$ cat src/scratch_pkg.sv
// Scratchpad shared definitions

package scratch_pkg;

    // memory word and byte lanes
    localparam int DATA_W = 32;
    localparam int MASK_W = 4;

    // word address into the scratch RAM
    localparam int ADDR_W    = 8;
    localparam int RAM_WORDS = 1 << ADDR_W;

    // queue depths and the credits granted by the response receiver
    localparam int REQ_DEPTH    = 4;
    localparam int RESP_DEPTH   = 4;
    localparam int RESP_CREDITS = 2;

    // rejected-write counter width
    localparam int CNT_W = 16;

    // request as it sits in the request queue, 45 bits
    typedef struct packed {
        logic              write;
        logic [ADDR_W-1:0] addr;
        logic [MASK_W-1:0] mask;
        logic [DATA_W-1:0] data;
    } req_t;

    // response as it sits in the response queue, 42 bits
    typedef struct packed {
        logic              error;
        logic              write;
        logic [ADDR_W-1:0] addr;
        logic [DATA_W-1:0] data;
    } resp_t;

endpackage

$ cat src/scratch_cfg.sv
// Scratchpad configuration registers

`timescale 1ns/100ps

module scratch_cfg
    import scratch_pkg::*;
(
    input  logic              clk,
    input  logic              reset,
    input  logic              cfg_write,
    input  logic              cfg_addr,
    input  logic [DATA_W-1:0] cfg_wdata,
    input  logic              reject,
    output logic [DATA_W-1:0] cfg_rdata,
    output logic [ADDR_W-1:0] protect_limit
);

    logic [CNT_W-1:0] reject_cnt;
    logic             clear_cnt;

    assign clear_cnt = cfg_write && cfg_addr;

    always_ff @(posedge clk) begin
        if (reset) begin
            protect_limit <= '0;
        end else if (cfg_write && !cfg_addr) begin
            protect_limit <= cfg_wdata[ADDR_W-1:0];
        end
    end

    // a clear in the same cycle as a reject wins
    always_ff @(posedge clk) begin
        if (reset) begin
            reject_cnt <= '0;
        end else if (clear_cnt) begin
            reject_cnt <= '0;
        end else if (reject && (reject_cnt != '1)) begin
            reject_cnt <= reject_cnt + 1'b1;
        end
    end

    always_comb begin
        if (cfg_addr) begin
            cfg_rdata = DATA_W'(reject_cnt);
        end else begin
            cfg_rdata = DATA_W'(protect_limit);
        end
    end

endmodule

$ cat config.mk
export PLATFORM = sky130hd
export DESIGN_NAME = scratch_cfg
export DESIGN_NICKNAME = d
export VERILOG_FILES = /design/src/scratch_pkg.sv /design/src/scratch_cfg.sv
export SDC_FILE = /design/constraint.sdc
export NUM_CORES = 1
export LEC_CHECK = 0
export BUFFER_PORTS_ARGS = -buffer_cell sky130_fd_sc_hd__buf_2
export CORE_ASPECT_RATIO = 1.25
export CORE_MARGIN = 5
export CORE_UTILIZATION = 40
export CTS_CLUSTER_DIAMETER = 200
export DETAILED_ROUTE_END_ITERATION = 16
export PLACE_DENSITY = 0.77
export SYNTH_ARGS = -nofsm -noshare
export SYNTH_HDL_FRONTEND = slang
export SYNTH_SLANG_ARGS = --single-unit
$ cat constraint.sdc
create_clock -name clk -period 2.15 [get_ports clk]
set_input_delay 0.1075 -clock clk [delete_from_list [all_inputs] [get_ports clk]]
set_output_delay 0.1075 -clock clk [all_outputs]
set_load 0.05 [all_outputs]
==> results.md <==
* HPWL after detailed placement at 2290 um
* Routability cong. at 0.863
* Worst Setup End Kind: flip-flop
* Post-Syn Area at 0.00141 mm^2
* Top_reg_cell synth: dfxtp_1
* Routed vias/inst at 5.27
* Max VDD drop at 0.000461 V
* Vias in the first global route at 1,122
* Yosys top cell area share at 34.1%
* Crit Path Category: reg -> reg
* RSZ-0062 raised after global routing: false
* Crit path cell chain: nand4_4 -> or3_4 -> or4_1 -> a21oi_1
* # DRC at 0
* Area Growth Syn to Fin at 14.0%
* Vias at 1,243
* Pwr dens at 590 mW/mm^2
* Class of the worst hold path: in -> reg
* Core area at 0.00345 mm^2
* Final Hold Vio Count at 0
* Clk_skew at 0.00483 ns
* Min Clock Period, post-route at 1.82 ns
* Status: completed
* Worst path slowest cell: dfxtp_1
* Worst Path Arrival at 2.02 ns
* Hold wc startpoint: cfg_wdata[2]
* Share of cells above drive strength 1 at 28.9%
* Final Cell Area at 0.00161 mm^2
* FF-to-FF setup slack at 0.33 ns
* # IOs at 77
* Final setup fails at 0
* Routed wire length at 2960 um
* #FFs+latches synth at 24
* Die area at 0.00482 mm^2
* Rel. slew slack at 58.2%
* Grt met2 use at 20.6%
* TritonCTS clock tree: yes
* # resized after CTS at 0
* EDFF count, synth at 0
* Root Driver: clkbuf_8
* Detail Route Antenna Nets at 0
* Hold_ws at 0.0742 ns
* Critical path buffers and inverters at 0
* Post-Place Worst Slack at 0.341 ns
* Total number of yosys warnings at 0
* Clk Latency, worst-skew pair at 0.27 ns
* Critical Path Max Stage Delay at 0.52 ns
* Final period util at 84.7%
* Clock sinks at 24
* Commonest non-fill, non-tap cell in the layout: buf_2
* Worst hold stages at 3
* Reg2reg end: reject_cnt[15]
* Initial antenna violation count at 0
* Slew @ Worst Pin at 0.619 ns
* Worst Hold End: protect_limit[2]
* Worst Reg-to-Reg Cells at 4
* H-tree depth at 1
* First-pass GRT wire length at 5080 um
* Most used routing layer: met2
* PortBufs at 36
* Setup slack after layout at 0.330 ns
* WL/cell at 12.6 um
* Fmax at 549 MHz
* Worst path required time at 2.35 ns
* Gate Count Post-Synth at 162
* Chip Width at 63.1 um
* CTS buffer count at 3
* M1 GR Usage at 15.2%
* Initial Util at 40.8%
* Sequential share of the synthesized area at 34.1%
* Post-cts hold buffer count at 0
* Biggest area consumer among synthesized cells: dfxtp_1
* Crit Path Max Fanout at 8
* Dominant cells by area after synthesis: dfxtp_1 34%, buf_4 8.5%, mux2_2 6.4%
* Ys async rst share at 0%
* Worst R2R Start: reject_cnt[4]
* Syn Area/Cell at 8.70 um^2
* Post-DP Area at 0.00155 mm^2
* Commonest non-fill, non-tap cells in the layout: 36 x buf_2, 24 x dfxtp_1, 17 x nor2_1, 16 x conb_1, 11 x a21oi_1
* CP top delay family: simple AND/OR/NAND/NOR gates
* Pins Over Slew Limit at 0
* MaxCap Viol Count at 0
* DR iter-0 viols at 13
* GRT Overall Usage at 12.6%
* Static Leakage at 0.000713 uW
* Ant. Diodes at 0
* Setup crit start kind: flip-flop
* Setup Fix Bufs, Post-CTS at 0
* Row cnt at 24
* GR Layer Usage met3 at 2.65%
* Synth cell types at 40
* DRT Pass-1 Iters at 4
* CTS max path bufs at 2
* Grt ovf at 0
* Layout Nets at 236
* Setup TNS at 0 ns
* Die span in y at 76.4 um
* Worst-path clk slew at 0.08 ns
* Largest net degree at the start of global routing at 20
==> cells by family after synthesis <==
logic type / synth area share (%)
and+or+nand+nor: 26.4
AOI/OAI and AO/OA: 13.4
DFF: 34.1
buffers and inverters: 11.7
muxes: 12.1
xor gates and xnor gates: 1.24
adders and majority gates: 0.887
other: 0.266
==> flip-flops by register name (all words and copies together) (netlist names) <==
signal,count
reject_cnt,16
protect_limit,8
==> layer usage <==
metal,vias to the layer above,part of all wire [%]
met5,-,0
met4,0,2.2
met3,5,6.5
met2,37,47
met1,575,44
li1,626,-
==> power breakdown <==
part	internal [uW]	switching, uW
clock	164	141
sequential	454	8.50
combinational	36.8	144
total	654	294
==> cells in the mapped netlist, drive strengths merged (2+ instances only) <==
library cell  number
a21oi             11
a31oi              2
a41o               2
and2               8
and3               2
and4               4
buf               19
clkbuf             3
dfxtp             24
inv                2
mux2               8
mux2i              8
nand2              8
nand3              6
nand4              4
nor2              17
nor3               5
nor4               2
o21ai              5
o31ai              4
or3                3
or4                4
==> tightest hold or removal path, delay by kind of cell <==
| family | cells | cell delay, ns |
|---|---|---|
| simple gates | 1 | 0.08 |
| mux | 1 | 0.05 |
| buf+inv | 1 | 0.07 |
==> area by class of cell <==
type,count,area (um^2)
clock buffers,4,55.1
inverters,2,7.51
fillers,348,1850
multi-input cells,129,821
flip-flops and latches,24,480
well taps,39,48.8
repair buffers,38,195
==> worst max path at each step <==
| stage | start | end | depth (start not counted) |
|---|---|---|---|
| after global placement | reject_cnt[4] | reject_cnt[15] | 4 |
| after global routing | reject_cnt[5] | reject_cnt[15] | 4 |
| after floorplan | reject_cnt[5] | reject_cnt[15] | 4 |
| final | reject_cnt[4] | reject_cnt[15] | 4 |
| after detailed placement | reject_cnt[5] | reject_cnt[15] | 4 |
| after CTS | reject_cnt[4] | reject_cnt[15] | 4 |
==> metrics by stage <==
stage | cells | util [%] | total power, uW
6_report | 236 | 46.6 | 948
5_1_grt | 236 | 46.6 | 989
4_1_cts | 236 | 46.6 | 959
3_5_place_dp | 232 | 45.0 | 654
3_3_place_gp | 232 | 45.0 | 651
2_1_floorplan | 177 | - | 645
Power figures use the tool's default switching activity.
