$ cat src/dp_ram.sv
// Dual-port RAM with byte lanes

`timescale 1ns/100ps

module dp_ram #(
    parameter int DATAW   = 32,
    parameter int SIZE    = 16,
    parameter int WRENW   = 1,
    parameter bit OUT_REG = 1'b0,
    parameter logic [DATAW-1:0] INIT_VALUE = '0,
    parameter int ADDRW   = (SIZE > 1) ? $clog2(SIZE) : 1
) (
    input  logic             clk,
    input  logic             reset,
    input  logic             read,
    input  logic             write,
    input  logic [WRENW-1:0] wren,
    input  logic [ADDRW-1:0] waddr,
    input  logic [DATAW-1:0] wdata,
    input  logic [ADDRW-1:0] raddr,
    output logic [DATAW-1:0] rdata
);

    localparam int WSELW = DATAW / WRENW;

    logic [DATAW-1:0] ram [0:SIZE-1];
    logic [DATAW-1:0] wdata_merged;

    // every word starts from the init value at time zero
    initial begin
        for (int i = 0; i < SIZE; i++) begin
            ram[i] = INIT_VALUE;
        end
    end

    // lanes not enabled keep the old contents of the word
    always_comb begin
        wdata_merged = ram[waddr];
        for (int i = 0; i < WRENW; i++) begin
            if (wren[i]) begin
                wdata_merged[i * WSELW +: WSELW] = wdata[i * WSELW +: WSELW];
            end
        end
    end

    always @(posedge clk) begin
        if (write) begin
            ram[waddr] <= wdata_merged;
        end
    end

    generate
        if (OUT_REG) begin : g_sync
            logic [ADDRW-1:0] raddr_r;

            // the address is held and the array is read after the edge,
            // so a write at the same edge shows up in the data
            always_ff @(posedge clk) begin
                if (reset) begin
                    raddr_r <= '0;
                end else if (read) begin
                    raddr_r <= raddr;
                end
            end

            assign rdata = ram[raddr_r];
        end else begin : g_async
            // combinational read sees a word written at the last edge
            assign rdata = ram[raddr];
        end
    endgenerate

endmodule

$ cat config.mk
export PLATFORM = sky130hd
export DESIGN_NAME = dp_ram
export DESIGN_NICKNAME = d
export VERILOG_FILES = /design/src/dp_ram.sv
export SDC_FILE = /design/constraint.sdc
export NUM_CORES = 1
export LEC_CHECK = 0
export BUFFER_PORTS_ARGS = -buffer_cell sky130_fd_sc_hd__buf_2
export CAP_MARGIN = 20
export CORE_MARGIN = 8
export CORE_UTILIZATION = 35
export DETAILED_ROUTE_END_ITERATION = 16
export GPL_ROUTABILITY_DRIVEN = 0
export PLACE_DENSITY = 0.5
export SYNTH_ARGS = -nofsm -noshare
export SYNTH_HDL_FRONTEND = slang
export SYNTH_SLANG_ARGS = --single-unit
$ cat constraint.sdc
create_clock -name clk -period 5.1 [get_ports clk]
set_input_delay 1.02 -clock clk [delete_from_list [all_inputs] [get_ports clk]]
set_output_delay 1.02 -clock clk [all_outputs]
set_load 0.02 [all_outputs]
==> results by stage <==
Detailed routing:
- The wire length reported by the detailed router is 44,200 microns.
- After detailed routing, the met2 layer carries ~20,000 microns of wire.
- Dividing the detail-routed via count by the number of cells gives 5.15.
- The routed via count is 8,658.
- The length of routed wiring on met1 is approximately 21,000 microns.
- The wire length on met3 is 2140 microns.
- After detailed routing, no signal wire sits above met5.
- Once detail routing completed, the nets flagged for antenna violations numbered 0.
- The residual DRC count is 0.
- After detailed routing, the average wire length per cell comes to 26.3 microns.
- For this run, the detailed router's first-pass iteration total came to 4.
- The starting DRC count in detailed routing is 655.

Setup path:
- The worst endpoint required time is 4080 ps.
- The signal on the critical path passes through buf_8 -> buf_4 -> mux4_2 -> a22oi_1 -> nand2_1 -> buf_2.
- The largest single stage delay on the critical path is ~580 ps.
- In this run the worst setup path begins at raddr[0].
- At the worst endpoint, the arrival time is 2890 ps.
- The worst setup path is launched from a primary input.
- The critical path contains buffers and inverters numbering 3 combined.
- The type of destination of the critical path is a primary output.
- The setup path with the least slack is of type primary input to primary output.
- Of all nets on the critical path, the largest fanout is 25.
- The family of cells with the greatest summed delay on the critical path is buffers and inverters.
- The critical path's slowest cell is mux4_2.

Worst hold path:
- The type of the most critical hold path is primary input to register.
- The worst min-delay path startpoint is wdata[6].

Floorplanning:
- The floorplan step set the die width to 250 microns.
- The number of top-level design ports is 77.
- The floorplan step defined a die boundary enclosing ~0.063 sq mm.
- The core outline area is between 0.05 and 0.06 sq mm.
- Once the floorplan was initialized, standard cells occupied between 30% and 40% of the core.
- The initialized floorplan defines between 80 and 90 standard-cell rows.
- In this run the vertical extent of the chip is 250 microns.

Final layout:
- The net count reported at finish is 978.
- In the final layout, the multi-input gates occupy between 0.003 and 0.004 sq mm.
- From synthesis to final layout, the design area changed by 16.9%.
- The largest registers in the layout are ram (512).
- The share of the core filled with cells is 41.0%.
- The area occupied by registers is 0.0154 sq mm.
- The register with the most flip-flops in the layout has 512 of them.
- Counting the fill cells in the layout gives 4,842.
- After routing the design area is 0.0224 sq mm.
- The register with the most flip-flops is ram.
- Cells with a size suffix above 1 make up 34.4% of the layout.

GRT:
- The via count of the first global-routing pass is 9,467.
- Global routing used around 14% of the available tracks.
- The number of antenna violations at the first check in global routing is 3.
- The global-route wire length before repair is roughly 65,000 microns.
- Entering global routing, the biggest net connects 50 pins.
- The total global routing overflow is 0.

Placed design:
- The sum of net half-perimeters after detailed placement is 24,300 microns.
- The count of input and output buffers is 74.
- The placed cell area is between 0.02 and 0.025 sq mm.

Logic synthesis:
- The area of the mapped netlist is 0.0192 sq mm.
- The combinational family with the most area after synthesis is multiplexers.
- The number of different library cells in the post-synthesis netlist is 16.
- The parity-gate share of the synthesized area counting xor and xnor cells is 0%.
- The adder-cell share of the synthesized area is 0%.
- In this run the mean area of a mapped cell was approximately 24 sq um.
- Measured against the total synthesized area, the mux share comes to 15.0%.
- The portion of the post-synthesis area used by sequential elements is between 80% and 90%.
- The count of yosys warnings during synthesis is 0.
- Summing the areas of all compound-gate instances in the mapped netlist gives between 2 and 3% of the synthesized area.
- The number of nets in the synthesized netlist is 852.
- The area share of and/or/nand/nor cells after synthesis is 1.34%.
- Synthesis handed over a netlist of 807 instances.
- After synthesis the netlist holds a flip-flop and latch count of 512.

Clocking:
- Once the clock tree was built, the setup fixing pass inserted 0 buffers.
- The level count of the clock H-tree is 2.
- The maximum clock path buffer count is 3.
- The tree is rooted in a clkbuf_16.
- Once the clock tree was built, the resizer swapped 0 gates to a different size.
- For this design, the CTS-stage hold fixing added 0 buffers.
- Buffers inserted during clock tree synthesis total 55.
- The clock transition at the registers of the reported paths is 60 ps.
- The number of clock sinks is 512.
- The TritonCTS clock tree is yes.

Timing:
- Setup repair after global routing left no endpoint under its margin.
- The summed negative setup slack over all endpoints is 0 ps.
- The actual slew at the worst max-slew pin is 940 ps.
- The fmax is 256 MHz.
- The total setup violations reported at the end of the flow is 0.
- The post-layout minimum cycle time is between 3000 and 4000 ps.
- The worst-case headroom to the max-slew limit is 37.2%.
- The max-slew violation count is 0.
- Hold timing on the final database bottoms out at a slack of 809 ps.
- The total count of hold-check failures in the final report came to 0.
- Dividing the final minimum period by the clock period gives roughly 77%.

Power and ir drop:
- The worst-case IR drop observed on VDD is 0.249 mV.
- The leakage power summed over all cells is 7.10 nW.
- The design draws 8.94 mW.
- Power spread over the standard cell area amounts to 399 mW/mm^2.

Run status:
- The flow ran to the end, and the final reports show no timing, DRC or antenna violations.

Run:
- The max-cap check violation count is 0.
layout make-up:
type	count	area share [%]
multi-input cells	252	16.7
diodes	1	0.0112
well taps	704	3.93
flip-flops and latches	512	68.5
clock inverters	34	1.19
repair buffers	112	3.11
clock buffers	66	6.51
worst paths after layout:
path / endpoint / slack, ps / depth (start not counted)
setup / recovery: rdata[0] / 1190 / 6
hold / removal: ram[13][6] / 810 / 1
cell usage after synthesis (all sizes together):
cell type	instances	area, sq um
edfxtp	512	15400
mux4	128	2880
a22oi	64	480
nand2	34	128
clkbuf	25	93.8
buf	18	110
nor2	13	48.8
nor3	4	20.0
nand2b	2	12.5
nand4b	2	17.5
nor2b	2	12.5
and2	1	6.26
nand4	1	6.26
or3	1	6.26
stage by stage:
stage | cells | setup slack (ps)
floorplan | 807 | 980
finish | 1681 | 1190
CTS | 1680 | 1140
global route | 1680 | 1030
global placement | 1580 | 1110
detailed placement | 1580 | 1140
cells in the final DEF (no fill, tap or decap):
cell type	n
nand4b_1	2
buf_6	1
a22oi_1	64
clkinv_4	3
clkbuf_16	57
bufinv_16	4
clkinvlp_4	2
nand2_1	34
clkinv_2	10
clkbuf_1	9
or3_1	1
mux4_2	128
diode_2	1
buf_8	1
edfxtp_1	512
clkinv_1	15
nor2_4	13
buf_12	2
buf_2	72
nor2b_4	2
nand2b_1	2
buf_4	36
and2_2	1
nand4_1	1
nor3_2	4
report_power, final:
group,total (mW),switching (mW),internal [mW]
Sequential,4.69,0.00972,4.68
Clock,3.81,1.58,2.23
Combinational,0.445,0.276,0.169
Total,8.94,1.86,7.08
cell families after synthesis:
group                  Yosys count
DFF                            512
muxes                          128
AOI/OAI and AO/OA               64
and+or+nand+nor                 60
buffers and inverters           43
layer usage:
layer,GRT usage (%),vias up
met5,0,-
met4,3.26,4
met3,3.12,71
met2,21.7,186
met1,20.4,4655
li1,-,3742
Note: power is estimated with default switching activity, not from simulation.
