**config.mk**
```make
export PLATFORM = sky130hd
export DESIGN_NAME = credit_fifo
export DESIGN_NICKNAME = d
export VERILOG_FILES = /design/src/dp_ram.sv /design/src/credit_fifo.sv
export SDC_FILE = /design/constraint.sdc
export NUM_CORES = 1
export LEC_CHECK = 0
export ABC_AREA = 0
export BUFFER_PORTS_ARGS = -buffer_cell sky130_fd_sc_hd__buf_2
export CAP_MARGIN = 20
export CORE_MARGIN = 1.5
export CORE_UTILIZATION = 45
export DETAILED_ROUTE_END_ITERATION = 16
export SLEW_MARGIN = 20
export SYNTH_ARGS = -nofsm -noshare
export SYNTH_HDL_FRONTEND = slang
export SYNTH_SLANG_ARGS = --single-unit
```
**constraint.sdc**
```tcl
create_clock -name clk -period 5.1 [get_ports clk]
set_input_delay 1.02 -clock clk [delete_from_list [all_inputs] [get_ports clk]]
set_output_delay 1.02 -clock clk [all_outputs]
set_load 0.01 [all_outputs]
```
**src/dp_ram.sv**
```systemverilog
// Dual-port RAM with byte lanes

`timescale 1ns/100ps

module dp_ram #(
    parameter int DATAW   = 32,
    parameter int SIZE    = 16,
    parameter int WRENW   = 1,
    parameter bit OUT_REG = 1'b0,
    parameter logic [DATAW-1:0] INIT_VALUE = '0,
    parameter int ADDRW   = (SIZE > 1) ? $clog2(SIZE) : 1
) (
    input  logic             clk,
    input  logic             reset,
    input  logic             read,
    input  logic             write,
    input  logic [WRENW-1:0] wren,
    input  logic [ADDRW-1:0] waddr,
    input  logic [DATAW-1:0] wdata,
    input  logic [ADDRW-1:0] raddr,
    output logic [DATAW-1:0] rdata
);

    localparam int WSELW = DATAW / WRENW;

    logic [DATAW-1:0] ram [0:SIZE-1];
    logic [DATAW-1:0] wdata_merged;

    // every word starts from the init value at time zero
    initial begin
        for (int i = 0; i < SIZE; i++) begin
            ram[i] = INIT_VALUE;
        end
    end

    // lanes not enabled keep the old contents of the word
    always_comb begin
        wdata_merged = ram[waddr];
        for (int i = 0; i < WRENW; i++) begin
            if (wren[i]) begin
                wdata_merged[i * WSELW +: WSELW] = wdata[i * WSELW +: WSELW];
            end
        end
    end

    always @(posedge clk) begin
        if (write) begin
            ram[waddr] <= wdata_merged;
        end
    end

    generate
        if (OUT_REG) begin : g_sync
            logic [ADDRW-1:0] raddr_r;

            // the address is held and the array is read after the edge,
            // so a write at the same edge shows up in the data
            always_ff @(posedge clk) begin
                if (reset) begin
                    raddr_r <= '0;
                end else if (read) begin
                    raddr_r <= raddr;
                end
            end

            assign rdata = ram[raddr_r];
        end else begin : g_async
            // combinational read sees a word written at the last edge
            assign rdata = ram[raddr];
        end
    endgenerate

endmodule

```
**src/credit_fifo.sv**
```systemverilog
// Credit-returning queue

`timescale 1ns/100ps

module credit_fifo #(
    parameter type entry_t = logic [7:0],
    parameter int  DEPTH   = 4
) (
    input  logic   clk,
    input  logic   reset,
    input  logic   push,
    input  entry_t push_data,
    input  logic   pop,
    output entry_t head,
    output logic   not_empty,
    output logic   credit
);

    localparam int ENTRY_W = $bits(entry_t);
    localparam int PTR_W   = (DEPTH > 1) ? $clog2(DEPTH) : 1;
    localparam int OCC_W   = $clog2(DEPTH + 1);

    logic [PTR_W-1:0]   wr_ptr;
    logic [PTR_W-1:0]   rd_ptr;
    logic [OCC_W-1:0]   count;
    logic               do_pop;
    logic [ENTRY_W-1:0] head_bits;

    // the sender's credits keep pushes within the free space
    assign do_pop    = pop && not_empty;
    assign not_empty = (count != '0);

    // one credit goes back for every entry that leaves
    assign credit = do_pop;

    always_ff @(posedge clk) begin
        if (reset) begin
            wr_ptr <= '0;
            rd_ptr <= '0;
            count  <= '0;
        end else begin
            if (push) begin
                wr_ptr <= (wr_ptr == PTR_W'(DEPTH - 1)) ? '0 : wr_ptr + 1'b1;
            end
            if (do_pop) begin
                rd_ptr <= (rd_ptr == PTR_W'(DEPTH - 1)) ? '0 : rd_ptr + 1'b1;
            end
            case ({push, do_pop})
                2'b10:   count <= count + 1'b1;
                2'b01:   count <= count - 1'b1;
                default: count <= count;
            endcase
        end
    end

    dp_ram #(
        .DATAW   (ENTRY_W),
        .SIZE    (DEPTH),
        .WRENW   (1),
        .OUT_REG (1'b0),
        .ADDRW   (PTR_W)
    ) store (
        .clk   (clk),
        .reset (reset),
        .read  (do_pop),
        .write (push),
        .wren  (1'b1),
        .waddr (wr_ptr),
        .wdata (ENTRY_W'(push_data)),
        .raddr (rd_ptr),
        .rdata (head_bits)
    );

    assign head = entry_t'(head_bits);

endmodule

```
==> out/results.ini <==
[die]
rows=21
start_util_pct=47.7
die_x_um=63.1
dieArea_mm2=0.00399
ioPinCount=22
coreArea_mm2=0.00342
fp.dieH_um=63.1

[synth]
postSynthAreaPerCell_um2=18.1
synth_top_family_by_area=multiplexers
synth_top_flop_cell=edfxtp_1
ys_seq_elements=41
synth-compound-area-share_pct=3.07
synth_nets=109
async_flop_share_pct=0
syn_area_mm2=0.00163
yosysWarnings=0
syn_inst=90
synthAdderAreaFrac_pct=5.84
synth_area_leader_cell=edfxtp_1
netlist.area_leader.share_pct=59.0
synth-xor-area-share_pct=1.08
synth-edff-count=32
synth_most_common_cell=edfxtp_1
ys_top_cells_by_count=edfxtp_1 (32), dfxtp_1 (9), inv_1 (7), mux4_2 (7)
seq_area_frac_synth_pct=70.1
ys_types=21
ys_top_cells_by_area=edfxtp_1 (59%), dfxtp_1 (11%), mux4_2 (9.7%), ha_1 (4.6%), inv_1 (1.6%)
muxShareOfSynthArea_pct=12.5
yosys.area_share.simple_pct=4.84

[clocking]
numCtsBuffers=5
cts_setup_buffers=0
root_buffer=clkbuf_4
clk_latency_ns=0.35
ctsHoldBuffers=0
cts-resized-gates=0
clockBufferDepth=2
cts_sinks=41
tritoncts=built
clk_pin_slew_ns=0.13
h-tree-depth=2

[setup_path]
crit_required_ns=4.08
end_kind=output pin
crit_path_start_kind=register
critical_path_class=reg -> out
cp.arrival_ns=1.82
worstPathMaxFanout=8

[final_layout]
final_core_util_pct=54.2
drive_gt1_share_pct=33.3
nFillCells=296
design_area_mm2=0.00185
nets=135
multi_input_area_um2=445
final_cells=163
n_antenna_cell=0
seq_area_mm2=0.00114
syn2layout_area_growth_pct=13.8

[global_routing]
grt_pass1_vias=874
grt_pass1_wl_um=4110
globalRouteOverflowTotal=0
grt_max_degree=15
grt_usage_pct=14.2
antenna_found_initial=0

[timing]
slew_violations=0
layout_worst_path_cycle_share_pct=55.7
skew_ns=0.0104
timing.final.ws_setup_ns=2.26
hold_violations=0
slew_headroom_pct=64.6
worstMarginPinSlew_ns=0.530
grt_setup_unrepaired=false
holdWs_ns=0.514
max_clock_freq_mhz=352
finalSetupTns_ns=0
setup_viol_count_final=0
min_period_ns=2.84

[power_and_ir_drop]
total_power_uw=788
power_density_mw_per_mm2=425
p_leak_nw=0.683
peakVddDrop_mv=0.238

[routing]
drtIter0Drc=31
drtPass1Iterations=4
ant_nets=0
avgViaCountPerCell=4.91
remaining_drc_errors=0
routedWlPerCell_um=14.7
num_vias=801
drt-total-wl_um=2390

[placed_design]
gp_congestion=0.635
dp.cells=155
io_buffers=21
place_hpwl_um=1610
dpl_cell_area_mm2=0.00178
place_ws_ns=2.52

[outcome]
outcome=complete, no violations

[run]
cap_viol_max_count=0

[min_path]
hp-class=reg -> reg

==> sequential cells by signal (all words and copies together), names as in the netlist, named ones only <==
name / count
count: 3
store.ram: 32
rd_ptr: 2
wr_ptr: 2
==> critical path: stages, from the launching register on <==
cell,delay [ns]
dfxtp_1,0.68
mux4_1,0.64
buf_2,0.16
==> layer usage <==
layer | global-route usage (%) | wire length (µm) | share of wire, %
met1 | 16.5 | 1040 | 43
met2 | 23.9 | 1230 | 52
met3 | 4.82 | 103 | 4.3
met4 | 5.83 | 19 | 0.79
met5 | 0 | 0 | 0
==> cell families (layout without fill, tap and decap cells) <==
kind of cell / Yosys count / in the layout
AO/OA/AOI/OAI: 6 / 6
XOR/XNOR: 2 / 2
adder cells (fa/ha/maj): 7 / 7
buffers and inverters: 9 / 36
flip-flops: 41 / 41
multiplexers: 10 / 10
AND/OR/NAND/NOR: 15 / 15
==> path summary, 6_finish.rpt <==
| kind | from | end | slack [ns] | depth (start not counted) |
|---|---|---|---|---|
| hold reg to reg | rd_ptr[0] | register | 0.51 | 2 |
| hold / removal | rd_ptr[0] | register | 0.51 | 2 |
| setup / recovery | register | head[7] | 2.26 | 2 |
| setup reg to reg | count[0] | count[2] | 3.20 | 8 |
==> power by group <==
group / switching (mW) / leakage (nW) / total (mW) / internal, mW
Sequential: 0.0355 / 0.368 / 0.424 / 0.389
Clock: 0.106 / 0.0439 / 0.191 / 0.0847
Combinational: 0.0788 / 0.271 / 0.172 / 0.0933
==> area by class of cell <==
class / count / share of cell area [%]
sequential: 41 / 61.6
timing repair buffer: 21 / 5.67
clock inverter: 2 / 0.810
clock buffer: 6 / 3.38
inverter: 7 / 1.42
multi-input combinational: 40 / 24.0
tap: 46 / 3.11
==> cell usage in the layout (no fill, tap or decap), types with 2 or more instances in the layout <==
cell,count
clkbuf_4,5
nor2_1,6
a21oi_1,3
and2_1,4
ha_1,6
xor2_1,2
or3_1,2
edfxtp_1,32
buf_2,21
mux2i_1,2
inv_1,7
dfxtp_1,9
mux4_2,7
Note: power is estimated with default switching activity, not from simulation.
