===== src/scratch_pkg.sv =====
// Scratchpad shared definitions

package scratch_pkg;

    // memory word and byte lanes
    localparam int DATA_W = 32;
    localparam int MASK_W = 4;

    // word address into the scratch RAM
    localparam int ADDR_W    = 8;
    localparam int RAM_WORDS = 1 << ADDR_W;

    // queue depths and the credits granted by the response receiver
    localparam int REQ_DEPTH    = 4;
    localparam int RESP_DEPTH   = 4;
    localparam int RESP_CREDITS = 2;

    // rejected-write counter width
    localparam int CNT_W = 16;

    // request as it sits in the request queue, 45 bits
    typedef struct packed {
        logic              write;
        logic [ADDR_W-1:0] addr;
        logic [MASK_W-1:0] mask;
        logic [DATA_W-1:0] data;
    } req_t;

    // response as it sits in the response queue, 42 bits
    typedef struct packed {
        logic              error;
        logic              write;
        logic [ADDR_W-1:0] addr;
        logic [DATA_W-1:0] data;
    } resp_t;

endpackage


===== src/scratch_engine.sv =====
// Scratchpad request engine

`timescale 1ns/100ps

module scratch_engine
    import scratch_pkg::*;
(
    input  logic              clk,
    input  logic              reset,
    input  req_t              req_head,
    input  logic              req_not_empty,
    input  logic [ADDR_W-1:0] protect_limit,
    input  logic              resp_fifo_credit,
    input  resp_t             resp_head,
    input  logic              resp_not_empty,
    input  logic              resp_credit,
    input  logic [DATA_W-1:0] ram_rdata,
    output logic              req_pop,
    output logic              reject,
    output logic              ram_read,
    output logic              ram_write,
    output logic [MASK_W-1:0] ram_wren,
    output logic [ADDR_W-1:0] ram_addr,
    output logic [DATA_W-1:0] ram_wdata,
    output logic              resp_push,
    output resp_t             resp_data,
    output logic              resp_pop,
    output logic              resp_valid,
    output logic              resp_error,
    output logic              resp_write,
    output logic [ADDR_W-1:0] resp_addr,
    output logic [DATA_W-1:0] resp_rdata
);

    localparam int SPACE_W = $clog2(RESP_DEPTH + 1);
    localparam int DN_W    = $clog2(RESP_CREDITS + 1);

    logic [SPACE_W-1:0] space;
    logic [DN_W-1:0]    dn_credits;
    logic               blocked;
    logic               send;

    logic              stage_valid;
    logic              stage_error;
    logic              stage_write;
    logic [ADDR_W-1:0] stage_addr;
    logic [DATA_W-1:0] stage_data;

    // a slot in the response queue is reserved when a request issues
    assign req_pop = req_not_empty && (space != '0);
    assign blocked = req_head.write && (req_head.addr < protect_limit);
    assign reject  = req_pop && blocked;

    assign ram_read  = req_pop && !req_head.write;
    assign ram_write = req_pop && req_head.write && !blocked;
    assign ram_wren  = req_head.mask;
    assign ram_addr  = req_head.addr;
    assign ram_wdata = req_head.data;

    always_ff @(posedge clk) begin
        if (reset) begin
            space <= SPACE_W'(RESP_DEPTH);
        end else begin
            space <= space - SPACE_W'(req_pop) + SPACE_W'(resp_fifo_credit);
        end
    end

    always_ff @(posedge clk) begin
        if (reset) begin
            stage_valid <= 1'b0;
        end else begin
            stage_valid <= req_pop;
        end
    end

    // response fields wait one cycle for the registered RAM read
    always_ff @(posedge clk) begin
        if (req_pop) begin
            stage_error <= blocked;
            stage_write <= req_head.write;
            stage_addr  <= req_head.addr;
            stage_data  <= blocked ? '0 : req_head.data;
        end
    end

    assign resp_push       = stage_valid;
    assign resp_data.error = stage_error;
    assign resp_data.write = stage_write;
    assign resp_data.addr  = stage_addr;
    assign resp_data.data  = stage_write ? stage_data : ram_rdata;

    // downstream credits decide when the queue head may leave
    assign send = resp_not_empty && (dn_credits != '0);

    always_ff @(posedge clk) begin
        if (reset) begin
            dn_credits <= DN_W'(RESP_CREDITS);
        end else begin
            dn_credits <= dn_credits - DN_W'(send) + DN_W'(resp_credit);
        end
    end

    assign resp_pop   = send;
    assign resp_valid = send;
    assign resp_error = resp_head.error;
    assign resp_write = resp_head.write;
    assign resp_addr  = resp_head.addr;
    assign resp_rdata = resp_head.data;

endmodule


===== config.mk =====
export PLATFORM = sky130hd
export DESIGN_NAME = scratch_engine
export DESIGN_NICKNAME = d
export VERILOG_FILES = /design/src/scratch_pkg.sv /design/src/scratch_engine.sv
export SDC_FILE = /design/constraint.sdc
export NUM_CORES = 1
export LEC_CHECK = 0
export BUFFER_PORTS_ARGS = -buffer_cell sky130_fd_sc_hd__buf_2
export CAP_MARGIN = 20
export CORE_AREA = 3 3 104 106
export CTS_BUF_LIST = sky130_fd_sc_hd__clkbuf_2 sky130_fd_sc_hd__clkbuf_4 sky130_fd_sc_hd__clkbuf_8
export DETAILED_ROUTE_END_ITERATION = 10
export DIE_AREA = 0 0 107 109
export PLACE_DENSITY_LB_ADDON = 0.05
export SYNTH_ARGS = -nofsm -noshare
export SYNTH_HDL_FRONTEND = slang
export SYNTH_SLANG_ARGS = --single-unit

===== constraint.sdc =====
create_clock -name clk -period 2.44 [get_ports clk]
set_input_delay 0 -clock clk [delete_from_list [all_inputs] [get_ports clk]]
set_output_delay 0 -clock clk [all_outputs]
set_load 0.01 [all_outputs]

==> flow_summary.json <==
{
  "maxCapViolations": 0,
  "yosys-top-cells-area": "edfxtp_1 (38%), buf_4 (20%), mux2_2 (10%)",
  "hold_path_depth": 0,
  "hp-start": "resp_head[19]",
  "fin_ws_ns": 0.287,
  "synth-simple-area-share": 0.0393,
  "grt_usage": 0.117,
  "muxShareOfSynthArea": 0.110,
  "htreeDepth": 2,
  "slew_headroom": 0.605,
  "synth_ff_type": "edfxtp_1",
  "worstSkewPairLatency_ns": 0.30,
  "power_density_nw_per_um2": 656,
  "antennaDiodeCount": 0,
  "synth_compound_area_frac": 0.128,
  "cts.sinks": 48,
  "yosysTopAreaCell": "edfxtp_1",
  "ir_drop_uv": 269,
  "path_cells": "dlygate4sd3_1, buf_2, ha_1, and3_1, a21oi_4, buf_4, a21oi_2, buf_2",
  "netlist_instances": 263,
  "final_common_cell": "buf_2",
  "max_freq_mhz": 464,
  "fin_area_sq_um": 3860,
  "fp-row-count": 36,
  "synthToLayoutAreaGrowth_pct": 17.9,
  "syn_avg_cell_area_sq_um": 12.5,
  "portBuffers": 175,
  "crit_required_ns": 2.44,
  "critPathMaxStageDelay_ns": 0.53,
  "finalMaxSlewViolations": 0,
  "route.detailed.drc": 0,
  "synth_edf_count": 42,
  "dr.pass1.iters": 4,
  "core_area_sq_um": 9860,
  "dieWidth_microns": 107,
  "reg2reg_to": "space[1]",
  "synth.distinct_cells": 31,
  "ys_warn_count": 0,
  "synth_top_family_by_area": "buffers and inverters",
  "p_leak_uw": 0.00177,
  "end_kind": "primary output",
  "drive_above_1_share": 0.718,
  "synth-seq-cells": 48,
  "grt_pass1_wl_microns": 10500,
  "dpl_cell_area_sq_um": 3640,
  "synth_top_area_frac": 0.385,
  "crit_top_cell": "buf_2",
  "wl_per_cell_microns": 14.8,
  "cts_tree": "done",
  "finalSetupViolCount": 0,
  "critPathMaxFanout": 13,
  "start_kind": "primary input",
  "layout_common_cells": "buf_2 (175), edfxtp_1 (42), mux2_2 (30), a21boi_2 (29)",
  "hold_viol": 0,
  "via_per_inst": 4.25,
  "slowest_stage": "dlygate4sd3_1",
  "status": "finished, final reports clean",
  "start_util": 0.332,
  "hpwl_microns": 5650,
  "ant_nets": 0,
  "wirelength_microns": 7380,
  "setup-tns-final_ns": 0,
  "ioPinCount": 268,
  "cts_buffers": 5,
  "synth_nets": 407,
  "grt_max_degree": 46,
  "yosysSeqAreaShare": 0.422,
  "overflow": 0,
  "post-place-ws_ns": 0.608,
  "async_reset_ff_frac": 0,
  "die_area_sq_um": 11700,
  "rsz0062_at_grt": "no",
  "r2r_start": "space[2]",
  "r2r_slack_ns": 0.61,
  "grt_pass1_vias": 2008,
  "worstSetupPathType": "primary input to primary output",
  "timing.final.crit_share": 0.883,
  "fin_skew_ns": 0.00962,
  "drt_iter0_markers": 42,
  "dr_total_vias": 2118,
  "min_path_type": "primary input to primary output",
  "gp_congestion": 0.649,
  "r2r_cells": 7,
  "worst_pin_slew_ns": 0.592,
  "syn-cell-area_sq_um": 3280,
  "cp.arrival_ns": 2.15,
  "cts_max_path_buffers": 2,
  "synth_xor_area_frac": 0.0107,
  "synth_fa_ha_area_frac": 0.0443,
  "finalPower_uw": 2530,
  "cts_resized": 0,
  "finalCriticalPeriod_ns": 2.15,
  "dieHeight_microns": 109,
  "antenna_found_initial": 0,
  "ctsRootBufferMaster": "clkbuf_8",
  "whs_endpoint": "resp_rdata[19]",
  "nets": 508
}
cell usage after synthesis, types with 2 or more instances:
master,instances
a21boi_2,29
mux2_2,30
buf_2,6
a21boi_0,3
a21oi_2,2
dfxtp_1,6
mux2_1,2
nand2_1,3
nor2b_1,3
xnor2_1,3
buf_4,89
buf_12,3
ha_1,10
edfxtp_1,42
inv_1,12
o21ai_0,2
nand2b_1,3
nor2_1,2
layout make-up:
cell class	instances	area, sq um
Clock buffer	6	76.3
Inverter	12	48.8
Timing Repair Buffer	193	1040
Tap cell	133	166
Sequential cell	48	1380
Fill cell	994	6000
Multi-Input combinational cell	104	1120
Clock inverter	2	35.0
worst max-delay path: cells and delay by family:
family	cells	cell delay, ns
AND/OR/NAND/NOR	1	0.26
adder cells (fa/ha/maj)	1	0.31
buffers and inverters	4	1.13
AO/OA/AOI/OAI	2	0.45
worst max path at each step:
stage,depth (start not counted),start,end
after floorplan,7,space[2],space[1]
after global placement,6,req_head[37],stage_data[15]
after detailed placement,7,space[2],space[1]
after CTS,8,req_head[43],ram_write
after global routing,8,req_head[43],ram_write
final,8,req_head[43],ram_write
state kept, by name (all words and copies together) (netlist names):
| register | flops |
|---|---|
| resp_push | 1 |
| space | 3 |
| stage_addr | 8 |
| stage_error | 1 |
| stage_data | 32 |
| dn_credits | 2 |
| stage_write | 1 |
stage by stage:
step,util,instances,hold WS (ns)
finish,0.392,498,0.00000392
global route,0.392,498,0.0000150
CTS,0.392,498,0.0000686
detailed placement,0.369,479,0.0000686
global placement,0.369,479,0.0000686
floorplan,-,263,0.0475
layer usage:
metal | global-route usage | wire length [microns] | part of all wire
met2 | 0.199 | 3620 | 0.49
met5 | 0 | 0 | 0
met3 | 0.0355 | 675 | 0.092
met1 | 0.141 | 2970 | 0.40
met4 | 0.0429 | 109 | 0.015
cell families (layout without fill, tap and decap cells):
group / after synthesis / after routing
adders and majority gates: 11 / 11
AOI/OAI and AO/OA: 39 / 39
DFF: 48 / 48
xor gates and xnor gates: 4 / 4
buffers and inverters: 111 / 213
and+or+nand+nor: 18 / 18
muxes: 32 / 32
report_power, final:
| group | switching [uW] | leakage (uW) | internal (uW) |
|---|---|---|---|
| combinational | 414 | 0.00125 | 400 |
| clock | 271 | 0.0000586 | 316 |
| sequential | 60.1 | 0.000464 | 1070 |
repair_timing:
action,CTS,global route
buffers inserted,0,0
setup endpoints to repair,0,0
hold endpoints to repair,15,0
hold buffers,11,0
(Power assumes the default switching activity.)
